<file path="src/source/pong_pkg.sv">
package pong_pkg;

    ////////////////////
    // Screen geometry
    ////////////////////
    localparam int SCR_W   = 96;
    localparam int SCR_H   = 64;
    localparam int COORD_W = 7;
    // Centre of the field, used for serve and paddle home
    localparam int X_MID   = SCR_W / 2;
    localparam int Y_MID   = SCR_H / 2;
    // Net sits on the centre column
    localparam int NET_X   = SCR_W / 2;

    ////////////////////
    // Game objects
    ////////////////////
    localparam int BALL_R   = 2;
    localparam int PAD_W    = 2;
    localparam int PAD_H    = 20;
    // Leftmost column of each paddle
    localparam int XPAD_L   = 4;
    localparam int XPAD_R   = 91;
    // Paddle travel per frame and centre clamp range
    localparam int PAD_STEP = 2;
    localparam int PAD_MIN  = 10;
    localparam int PAD_MAX  = 53;

    // Scoring
    localparam int SCORE_W   = 4;
    localparam int WIN_SCORE = 7;

    typedef logic [COORD_W-1:0] coord_t;
    typedef logic [SCORE_W-1:0] score_t;

    // Renderer output classes
    typedef enum logic [1:0] {
        PIX_BG     = 2'd0,
        PIX_NET    = 2'd1,
        PIX_PADDLE = 2'd2,
        PIX_BALL   = 2'd3
    } pix_kind_t;

    // Row y lies within a paddle centred at pad, ends included
    function automatic logic in_pad_span(coord_t y, coord_t pad);
        return (y + PAD_H / 2 >= pad) && (y <= pad + PAD_H / 2);
    endfunction

endpackage

</file>
<file path="src/source/game_state_if.sv">
`timescale 1ns/1ps

interface game_state_if import pong_pkg::*; ();

    // Ball centre
    coord_t ball_x;
    coord_t ball_y;
    // Paddle centres, vertical only
    coord_t pad_l_y;
    coord_t pad_r_y;

    // Paddle decoder owns both paddle rows
    modport paddle_src (
        output pad_l_y,
        output pad_r_y
    );

    // Ball block owns the ball, needs paddles for bounces
    modport ball_src (
        output ball_x,
        output ball_y,
        input  pad_l_y,
        input  pad_r_y
    );

    // Renderer only looks
    modport viewer (
        input ball_x,
        input ball_y,
        input pad_l_y,
        input pad_r_y
    );

endinterface

</file>
<file path="src/source/ball_motion.sv">
`timescale 1ns/1ps

module ball_motion import pong_pkg::*; (
    input  logic       clk,
    input  logic       rst_n,
    input  logic       frame_tick,
    input  logic       game_over,
    input  logic [1:0] diff,
    game_state_if.ball_src st,
    output logic       point_l,
    output logic       point_r
);

    // Ball centre
    coord_t     ball_x;
    coord_t     ball_y;
    // Direction, 1 means right or down
    logic       dir_x;
    logic       dir_y;
    // Horizontal step per frame
    logic [2:0] speed;
    logic       active;
    // Goal flags named after the scoring player
    logic       goal_l;
    logic       goal_r;
    // Bounce conditions
    logic       hit_top;
    logic       hit_bot;
    logic       hit_pad_l;
    logic       hit_pad_r;
    coord_t     next_x;
    coord_t     next_y;

    // Difficulty only speeds up the horizontal motion
    assign speed  = {1'b0, diff} + 3'd1;
    // Frozen once the match is decided
    assign active = frame_tick && !game_over;

    ////////////////////
    // Goal detection
    ////////////////////
    // Past the right paddle, point for the left player
    assign goal_l = ball_x > XPAD_R + PAD_W;
    // Past the left paddle, point for the right player
    assign goal_r = ball_x < XPAD_L - PAD_W;

    ////////////////////
    // Bounces
    ////////////////////
    // Walls
    assign hit_bot = dir_y && (ball_y + BALL_R + 1 == SCR_H);
    assign hit_top = !dir_y && (ball_y == BALL_R);

    // Paddle face reached exactly on this step, row inside the paddle
    assign hit_pad_r = dir_x && (ball_x + BALL_R + speed == XPAD_R) &&
                       in_pad_span(ball_y, st.pad_r_y);
    assign hit_pad_l = !dir_x && (ball_x == XPAD_L + BALL_R + speed) &&
                       in_pad_span(ball_y, st.pad_l_y);

    // One step along the current directions
    always_comb begin
        if (dir_x) begin
            next_x = ball_x + coord_t'(speed);
        end else if (ball_x < coord_t'(speed)) begin
            // Saturate at column 0 rather than wrap to the far side
            next_x = '0;
        end else begin
            next_x = ball_x - coord_t'(speed);
        end
        next_y = dir_y ? ball_y + 7'd1 : ball_y - 7'd1;
    end

    ////////////////////
    // Ball state
    ////////////////////
    always_ff @(posedge clk) begin
        if (!rst_n) begin
            ball_x  <= coord_t'(X_MID);
            ball_y  <= coord_t'(Y_MID);
            dir_x   <= 1'b1;
            dir_y   <= 1'b1;
            point_l <= 1'b0;
            point_r <= 1'b0;
        end else begin
            // Point pulse lasts the single cycle after the tick
            point_l <= active && goal_l;
            point_r <= active && goal_r;
            if (active) begin
                if (goal_l || goal_r) begin
                    // Serve again from the centre, same directions
                    ball_x <= coord_t'(X_MID);
                    ball_y <= coord_t'(Y_MID);
                end else begin
                    ball_x <= next_x;
                    ball_y <= next_y;
                    if (hit_top || hit_bot) begin
                        dir_y <= !dir_y;
                    end
                    if (hit_pad_l || hit_pad_r) begin
                        dir_x <= !dir_x;
                    end
                end
            end
        end
    end

    assign st.ball_x = ball_x;
    assign st.ball_y = ball_y;

    // Only one side can score per frame
    a_one_point: assert property (
        @(posedge clk) disable iff (!rst_n)
        !(point_l && point_r)
    ) else $error("both players scored together");

endmodule

</file>
<file path="src/source/paddle_ctrl.sv">
`timescale 1ns/1ps

module paddle_ctrl import pong_pkg::*; (
    input  logic clk,
    input  logic rst_n,
    input  logic frame_tick,
    input  logic btn_l_up,
    input  logic btn_l_dn,
    input  logic btn_r_up,
    input  logic btn_r_dn,
    game_state_if.paddle_src st
);

    // One frame of paddle travel for a single player
    // Up is towards row 0, both buttons together cancel
    function automatic coord_t pad_step(coord_t pos, logic up, logic dn);
        int pos_nx;
        pos_nx = int'(pos);
        if (up && !dn) begin
            pos_nx = int'(pos) - PAD_STEP;
        end else if (dn && !up) begin
            pos_nx = int'(pos) + PAD_STEP;
        end
        // Keep the whole paddle on screen
        if (pos_nx < PAD_MIN) begin
            pos_nx = PAD_MIN;
        end else if (pos_nx > PAD_MAX) begin
            pos_nx = PAD_MAX;
        end
        return coord_t'(pos_nx);
    endfunction

    ////////////////////
    // Paddle registers
    ////////////////////
    always_ff @(posedge clk) begin
        if (!rst_n) begin
            // Both paddles start centred
            st.pad_l_y <= coord_t'(Y_MID);
            st.pad_r_y <= coord_t'(Y_MID);
        end else if (frame_tick) begin
            st.pad_l_y <= pad_step(st.pad_l_y, btn_l_up, btn_l_dn);
            st.pad_r_y <= pad_step(st.pad_r_y, btn_r_up, btn_r_dn);
        end
    end

    // Paddles never leave the clamp window
    a_pad_range: assert property (
        @(posedge clk) disable iff (!rst_n)
        (st.pad_l_y >= PAD_MIN) && (st.pad_l_y <= PAD_MAX) &&
        (st.pad_r_y >= PAD_MIN) && (st.pad_r_y <= PAD_MAX)
    ) else $error("paddle outside clamp range");

endmodule

</file>
<file path="src/source/pixel_render.sv">
`timescale 1ns/1ps

module pixel_render import pong_pkg::*; (
    input  logic      clk,
    input  logic      rst_n,
    game_state_if.viewer st,
    input  logic      pix_valid,
    output logic      pix_ready,
    input  coord_t    pix_x,
    input  coord_t    pix_y,
    output logic      kind_valid,
    input  logic      kind_ready,
    output pix_kind_t kind
);

    // Stage 1
    logic      s1_valid;
    coord_t    s1_x;
    coord_t    s1_y;
    logic      s1_ball;
    logic      s1_pad;
    // Handshake
    logic      s2_ready;
    logic      s1_load;
    // Hit tests on the incoming query
    logic      in_ball;
    logic      in_pad;
    logic      s1_net;
    pix_kind_t kind_nx;

    // Output stage frees up when empty or being taken
    assign s2_ready  = !kind_valid || kind_ready;
    assign pix_ready = !s1_valid || s2_ready;
    assign s1_load   = pix_valid && pix_ready;

    ////////////////////
    // Hit tests
    ////////////////////
    // Strictly inside the ball square, written without subtraction
    assign in_ball = (pix_x + BALL_R > st.ball_x) && (pix_x < st.ball_x + BALL_R) &&
                     (pix_y + BALL_R > st.ball_y) && (pix_y < st.ball_y + BALL_R);

    // Either paddle, column band and row span
    assign in_pad = ((pix_x >= XPAD_L) && (pix_x < XPAD_L + PAD_W) &&
                     in_pad_span(pix_y, st.pad_l_y)) ||
                    ((pix_x >= XPAD_R) && (pix_x < XPAD_R + PAD_W) &&
                     in_pad_span(pix_y, st.pad_r_y));

    // Stage 1 valid, holds while stage 2 is stalled
    always_ff @(posedge clk) begin
        if (!rst_n) begin
            s1_valid <= 1'b0;
        end else if (pix_ready) begin
            s1_valid <= pix_valid;
        end
    end

    always_ff @(posedge clk) begin
        if (s1_load) begin
            s1_x    <= pix_x;
            s1_y    <= pix_y;
            s1_ball <= in_ball;
            s1_pad  <= in_pad;
        end
    end

    ////////////////////
    // Priority resolve
    ////////////////////
    // Dashed net, 4 rows on and 4 off
    assign s1_net = (s1_x == NET_X) && !s1_y[2];

    always_comb begin
        if (s1_ball) begin
            kind_nx = PIX_BALL;
        end else if (s1_pad) begin
            kind_nx = PIX_PADDLE;
        end else if (s1_net) begin
            kind_nx = PIX_NET;
        end else begin
            kind_nx = PIX_BG;
        end
    end

    // Stage 2 valid
    always_ff @(posedge clk) begin
        if (!rst_n) begin
            kind_valid <= 1'b0;
        end else if (s2_ready) begin
            kind_valid <= s1_valid;
        end
    end

    always_ff @(posedge clk) begin
        if (s2_ready && s1_valid) begin
            kind <= kind_nx;
        end
    end

    // Result stays put while the consumer stalls
    a_kind_hold: assert property (
        @(posedge clk) disable iff (!rst_n)
        (kind_valid && !kind_ready) |=> (kind_valid && $stable(kind))
    ) else $error("kind changed under back-pressure");

endmodule

</file>
<file path="src/source/pong_top.sv">
`timescale 1ns/1ps

module pong_top import pong_pkg::*; (
    input  logic       clk,
    input  logic       rst_n,
    input  logic       frame_tick,
    // Player buttons
    input  logic       btn_l_up,
    input  logic       btn_l_dn,
    input  logic       btn_r_up,
    input  logic       btn_r_dn,
    input  logic [1:0] diff,
    // Pixel query in
    input  logic       pix_valid,
    output logic       pix_ready,
    input  coord_t     pix_x,
    input  coord_t     pix_y,
    // Pixel class out
    output logic       kind_valid,
    input  logic       kind_ready,
    output pix_kind_t  kind,
    // Match status
    output score_t     score_l,
    output score_t     score_r,
    output logic       game_over
);

    // Point pulses, ball to scoring
    logic point_l;
    logic point_r;

    // Shared ball and paddle positions
    game_state_if st ();

    ////////////////////
    // Decode
    ////////////////////
    paddle_ctrl u_paddle_ctrl (
        .clk        (clk),
        .rst_n      (rst_n),
        .frame_tick (frame_tick),
        .btn_l_up   (btn_l_up),
        .btn_l_dn   (btn_l_dn),
        .btn_r_up   (btn_r_up),
        .btn_r_dn   (btn_r_dn),
        .st         (st.paddle_src)
    );

    ////////////////////
    // Execute
    ////////////////////
    ball_motion u_ball_motion (
        .clk        (clk),
        .rst_n      (rst_n),
        .frame_tick (frame_tick),
        .game_over  (game_over),
        .diff       (diff),
        .st         (st.ball_src),
        .point_l    (point_l),
        .point_r    (point_r)
    );

    ////////////////////
    // Result
    ////////////////////
    score_keeper u_score_keeper (
        .clk       (clk),
        .rst_n     (rst_n),
        .point_l   (point_l),
        .point_r   (point_r),
        .score_l   (score_l),
        .score_r   (score_r),
        .game_over (game_over)
    );

    pixel_render u_pixel_render (
        .clk        (clk),
        .rst_n      (rst_n),
        .st         (st.viewer),
        .pix_valid  (pix_valid),
        .pix_ready  (pix_ready),
        .pix_x      (pix_x),
        .pix_y      (pix_y),
        .kind_valid (kind_valid),
        .kind_ready (kind_ready),
        .kind       (kind)
    );

endmodule

</file>
<file path="src/source/score_keeper.sv">
`timescale 1ns/1ps

module score_keeper import pong_pkg::*; (
    input  logic   clk,
    input  logic   rst_n,
    input  logic   point_l,
    input  logic   point_r,
    output score_t score_l,
    output score_t score_r,
    output logic   game_over
);

    // Scores after this cycle's pulse
    score_t score_l_nx;
    score_t score_r_nx;
    logic   win;

    // No more points once the match is over
    assign score_l_nx = score_l + SCORE_W'(point_l && !game_over);
    assign score_r_nx = score_r + SCORE_W'(point_r && !game_over);

    // Either player reaching the target ends it
    assign win = (score_l_nx == WIN_SCORE) || (score_r_nx == WIN_SCORE);

    ////////////////////
    // Score registers
    ////////////////////
    always_ff @(posedge clk) begin
        if (!rst_n) begin
            score_l <= '0;
            score_r <= '0;
        end else begin
            score_l <= score_l_nx;
            score_r <= score_r_nx;
        end
    end

    // Sticky until reset
    always_ff @(posedge clk) begin
        if (!rst_n) begin
            game_over <= 1'b0;
        end else if (win) begin
            game_over <= 1'b1;
        end
    end

    // Count stops at the winning score
    a_score_cap: assert property (
        @(posedge clk) disable iff (!rst_n)
        (score_l <= WIN_SCORE) && (score_r <= WIN_SCORE)
    ) else $error("score above winning score");

endmodule

</file>
<file path="config.mk">
export PLATFORM = sky130hd
export DESIGN_NAME = pong_top
export DESIGN_NICKNAME = d
export VERILOG_FILES = /design/src/source/pong_pkg.sv /design/src/source/game_state_if.sv /design/src/source/ball_motion.sv /design/src/source/paddle_ctrl.sv /design/src/source/pixel_render.sv /design/src/source/pong_top.sv /design/src/source/score_keeper.sv
export SDC_FILE = /design/constraint.sdc
export NUM_CORES = 1
export LEC_CHECK = 0
export ABC_CLOCK_PERIOD_IN_PS = 2420
export BUFFER_PORTS_ARGS = -buffer_cell sky130_fd_sc_hd__buf_2
export CORE_MARGIN = 8
export CORE_UTILIZATION = 52
export CTS_BUF_LIST = sky130_fd_sc_hd__clkbuf_8 sky130_fd_sc_hd__clkbuf_16
export DETAILED_ROUTE_END_ITERATION = 6
export PLACE_DENSITY = 0.74
export SYNTH_ARGS = -nofsm -noshare
export SYNTH_HDL_FRONTEND = slang
export SYNTH_SLANG_ARGS = --single-unit
export TNS_END_PERCENT = 100
</file>
<file path="constraint.sdc">
create_clock -name clk -period 2.42 [get_ports clk]
set_input_delay 0.242 -clock clk [delete_from_list [all_inputs] [get_ports clk]]
set_output_delay 0.242 -clock clk [all_outputs]
set_load 0.05 [all_outputs]
</file>
# == Word level (Yosys, flattened, before mapping) ==
# Cells that the tools add are included.
# word_totals
register_bits,57
in_bits,25
# classes
n_addsub,22
n_lt_le_gt_ge,23
n_eq_ne,7
n_mux,19
n_bitwise,1
reduce_logical,49
# op_table
cell,n
$mux 32,8
$ge 32x7->1,4
$eq 32x7->1 const B,2
$gt 32x7->1,2
$gt 32x7->1 const B,2
$le 7x32->1,2
$lt 32x5->1 const B,2
$mux 7,9
$add 7x2->8 const B,6
$add 32x1->32 const B,1
$add 32x3->32,1
$add 7x4->8 const B,4
$eq 7x32->1,1
$lt 7x32->1,1
$logic_and 1x1->1,29
$le 7x8->1,2
$sub 7x2->8 const B,2
$logic_not 1->1,10
$add 4x1->4,2
$eq 4x3->1 const B,2
$lt 7x8->1,1
$add 7x1->7 const B,1
$add 7x3->7,1
$eq 7x2->1 const B,1
17 further kinds,25

# == Logic depth before layout (Yosys ltp) ==
# depth
word_depth,9
ltp_mapped,11

# == Hierarchy ==
# From an unflattened synthesis, not the netlist that was laid out.
# unflattened
hier_cells,753
hier_area_um2,6291.0
# by_module_without_submodules
mod,instances,cells_each,area_per_inst_um2,seq_area_each_um2
ball_motion,1,308,2474.9,360.3
pixel_render,1,268,2292.2,400.4
paddle_ctrl,1,144,1154.9,280.3
score_keeper,1,33,369.1,180.2

# == Worst setup path after synthesis ==
# No wires, ideal clock.
# synth_timing
path_kind,flip-flop to flip-flop
from,register u_paddle_ctrl.st.pad_l_y[1]
to,register u_pixel_render.s1_pad (data pin)
arrival_ns,2.123
t_required_ns,2.156
path_slack_ns,0.033
stages_incl_launch_ff,12
n_path_buf,1
path_cell_list,dfxtp_1 > clkbuf_1 > clkinv_1 > ha_1 > inv_1 > ha_1 > o21a_1 > o21a_1 > o21a_1 > o21ai_0 > a211oi_1 > o2bb2ai_1
# synth_between
elab_chain_cells,5
# synth_rtl
element,line_no,text
start: declaration,game_state_if.sv:14,"output pad_l_y,"
start signal: assignment,paddle_ctrl.sv:39,st.pad_l_y <= coord_t'(Y_MID);
start signal: assignment,paddle_ctrl.sv:42,"st.pad_l_y <= pad_step(st.pad_l_y, btn_l_up, btn_l_dn);"
$add 7x4->8,pong_pkg.sv:46,return (y + PAD_H / 2 >= pad) && (y <= pad + PAD_H / 2);
$le 7x8->1,pong_pkg.sv:46,
$logic_and 1x1->1 (*),pong_pkg.sv:46,
$logic_and 1x1->1 (*),pixel_render.sv:44,assign in_pad = ((pix_x >= XPAD_L) && (pix_x < XPAD_L + PAD_W) &&
$logic_or 1x1->1 (*),pixel_render.sv:45,"in_pad_span(pix_y, st.pad_l_y)) ||"
net u_pixel_render.in_pad,pixel_render.sv:27,logic in_pad;
end signal: assignment,pixel_render.sv:63,s1_pad <= in_pad;
end: declaration,pixel_render.sv:21,logic s1_pad;
# The timed path passes the listed nets; every way through them passes the cells marked *.
# A chain may end at the register's enable or synchronous reset.

# == Worst setup path in the final report ==
# layout_timing
from,register u_paddle_ctrl.st.pad_r_y[3]
to,register u_paddle_ctrl.st.pad_r_y[5]
# layout_between
elab_chain_cells,8
# layout_rtl
element,line_no,text
start: declaration,game_state_if.sv:15,output pad_r_y
start signal: assignment,paddle_ctrl.sv:40,st.pad_r_y <= coord_t'(Y_MID);
start signal: assignment,paddle_ctrl.sv:43,"st.pad_r_y <= pad_step(st.pad_r_y, btn_r_up, btn_r_dn);"
$add 7x2->8,paddle_ctrl.sv:22,pos_nx = int'(pos) + PAD_STEP;
$mux 32,paddle_ctrl.sv:21,end else if (dn && !up) begin
$mux 32 (*),paddle_ctrl.sv:19,if (up && !dn) begin
$mux 32 (*),paddle_ctrl.sv:41,end else if (frame_tick) begin
$mux 32 (*),paddle_ctrl.sv:37,if (!rst_n) begin
$gt 32x7->1,paddle_ctrl.sv:27,end else if (pos_nx > PAD_MAX) begin
$mux 7,paddle_ctrl.sv:27,
$mux 7 (*),paddle_ctrl.sv:25,if (pos_nx < PAD_MIN) begin
# Every way passes the cells marked *; elsewhere a longest branch is shown, timed or not. The select of a mux whose other input is x is not followed.

==> metrics.csv <==
metric,value,unit
post_route_cells_drive_above_1_share,14.6,%
postSynthCellCount,728,
synthMostInstantiatedCell,ha_1,
first_global_vias,5501,
met2_wirelength,7.75,mm
per_cell_routed_wire_length,17.5,um
run_status,finished clean,
syn_avg_cell_area,8.20,um2
min_path_type,input pin to flop,
regToRegSetupSlack,0.14,ns
worstSkewPairLatency,0.31,ns
worst_hold_slack,0.157,ns
synth-main-ff-cell,dfxtp_1,
row_count,39,
detail_route.wirelength.met1,7.41,mm
synth_fp_nets,869,
synth_largest_type_area_fraction,23.5,%
met3WireLength,975,um
rsz0062_at_grt,no,
p_int,1.95,mW
worst-path-buf-inv,0,
die_height,123,um
cts_tree,yes,
seq_area_frac_synth,20.5,%
power_frac_clock,24.9,%
cts.clk_slew.worst_paths,0.08,ns
placement.io_buffers,37,
tightest_slew,0.500,ns
worst_ep_required_time,2.62,ns
drt_first_pass_iters,5,
post_synth_most_frequent_cells,"ha_1, a21oi_1, inv_1, nor2_1, dfxtp_1",
path_depth,7,
postRouteWirelength,16.4,mm
track_usage,21.7,%
grt_first_pass_wirelength,26.5,mm
drc,0,
crit_chain,nor4b_4 > a31oi_1 > a21oi_1 > mux2_4 > nand2b_4 > o31a_1 > a221o_1,
insertedDiodeCount,0,
number_of_antenna_violations_at_the_first_check_in_global_routing,0,
hpwl,13.1,mm
die_x,123,um
core_region_area,0.0113,mm2
cts_post_setup_buffers_inserted,0,
num-nets-final,933,
ctsRootBufferMaster,clkbuf_16,
maxCapViolCount,0,
grt_start_max_net_pins,22,
synthesis.area,0.00597,mm2
critPathMaxStageDelay,0.38,ns
die-area,0.0152,mm2
ctsHtreeMaxLevel,2,
p_comb_share,40.9,%
cpMaxStageDelayCell,dfxtp_2,
powerDensity,461,mW/mm2
cp_max_fo,8,
largest_delay_contributor_family_on_the_critical_path,compound AO/OA/AOI/OAI gates,
top_level_ports,38,
fillCellCount,1007,
synthesis.yosys.warnings,0,
synth_cell_types,72,
leakagePower,3.04,nW
seqPwrFrac,34.3,%
r2r.worst_path.cells,7,
routed.top_layer,met4,
globalplace.congestion,0.961,
ir_worst_vdd,0.257,mV
maxSlewHeadroom,66.6,%
netlist.top_cell.by_area,ha_1,
path_class,flop to flop,
max_freq,439,MHz
cts_hold_buf,0,
p_sw,1.16,mW
finClkSkew,0.00515,ns
timing.critical_path.from_type,flop,
worst_hold_path.num_cells,1,
totalNegativeSetupSlack,0,ns
routed-via-count,5657,
remaining_global_route_overflow,0,
largest_cells_by_area_after_synthesis,"ha_1, dfxtp_1, edfxtp_1, xnor2_1, a21oi_1",
ys_async_sr_fraction,0,%
via_per_inst,6.04,
cp.arrival,2.48,ns
cts_max_path_buffers,2,
numCtsBuffers,5,
final_slew_viol_count,0,
fraction_of_the_cycle_the_final_worst_path_needs,94.2,%
route.antenna.remaining_nets,0,
area_delta_synth_final,13.1,%
ys_seq_elements,55,
clock_sink_count,55,
number_of_violations_reported_at_the_end_of_detailed_routing_iteration_0,402,
start_util,52.7,%
finalHoldViolCount,0,
switching_share,37.2,%
end_kind,flop,
synth_enable_flop_cells,12,
period_needed,2.28,ns
finalSetupViolCount,0,
==> kinds of logic after synthesis <==
family                   Yosys count  share of synthesized area, %
AND/OR/NAND/NOR                  211                          18.5
multiplexers                       4                         0.775
buffers and inverters             83                          5.47
adder cells (fa/ha/maj)          116                          24.8
XOR/XNOR                          51                          7.48
AO/OA/AOI/OAI                    208                          22.5
flip-flops                        55                          20.5
==> power groups by stage <==
stage	clock (mW)	combinational, mW	sequential [mW]
finish	0.773	1.27	1.07
global route	0.816	1.42	1.07
CTS	0.789	1.24	1.06
detailed placement	0	1.23	1.08
global placement	0	1.19	1.08
floorplan	0	0.878	1.06
==> final cells by class <==
cell class / count / area [um2] / area share (%)
flip-flops and latches: 55 / 1230 / 18.3
clock inverters: 3 / 26.3 / 0.389
inverters: 59 / 221 / 3.28
well taps: 143 / 179 / 2.65
multi-input cells: 590 / 4450 / 65.9
clock buffers: 5 / 125 / 1.85
repair buffers: 81 / 515 / 7.64
==> through the flow <==
step | cells | power (mW) | util, % | area [um2] | setup WS, ns
final | 936 | 3.11 | 59.6 | 6750 | 0.140
after global routing | 936 | 3.31 | 59.6 | 6750 | 0.00883
after CTS | 936 | 3.09 | 59.3 | 6710 | 0.0275
after detailed placement | 928 | 2.31 | 57.9 | 6560 | 0.0330
after global placement | 928 | 2.27 | 57.9 | 6560 | 0.0570
after floorplan | 728 | 1.93 | - | 5970 | 0.0333
==> repair_timing <==
| item | CTS | global route |
|---|---|---|
| endpoints found under the hold margin | 0 | 0 |
| resized for setup | 0 | 18 |
| endpoints found under the setup margin | 0 | 9 |
==> state kept, by name, summed over array words and instances, names as in the netlist, 2 cells and up <==
name / flops
u_pixel_render.s1_x: 7
u_pixel_render.kind: 2
u_paddle_ctrl.st.pad_l_y: 7
u_ball_motion.st.ball_x: 7
u_paddle_ctrl.st.pad_r_y: 7
u_score_keeper.score_l: 4
u_score_keeper.score_r: 4
u_ball_motion.st.ball_y: 7
==> layer usage <==
metal / global-route usage [%] / vias up
met1: 27.5 / 2670
met3: 3.42 / 27
met5: 0 / -
met2: 37.0 / 186
li1: - / 2774
met4: 6.40 / 0
==> path summary, 6_finish.rpt <==
path	from	end
worst max register to register	u_paddle_ctrl.st.pad_r_y[3]	u_paddle_ctrl.st.pad_r_y[5]
worst min register to register	u_pixel_render.s1_valid	u_pixel_render.kind_valid
worst min-delay path	pix_x[0]	u_pixel_render.s1_x[0]
worst max-delay path	u_paddle_ctrl.st.pad_r_y[3]	u_paddle_ctrl.st.pad_r_y[5]
==> layout by cell type (no fill, tap or decap), drive strengths merged, types with 20 or more instances in the layout <==
cell type / instances
nand2: 41
nor2: 45
o21ai: 45
xnor2: 38
inv: 60
ha: 112
nand3: 26
a21oi: 61
buf: 81
dfxtp: 43
o21a: 20
(Power assumes the default switching activity.)
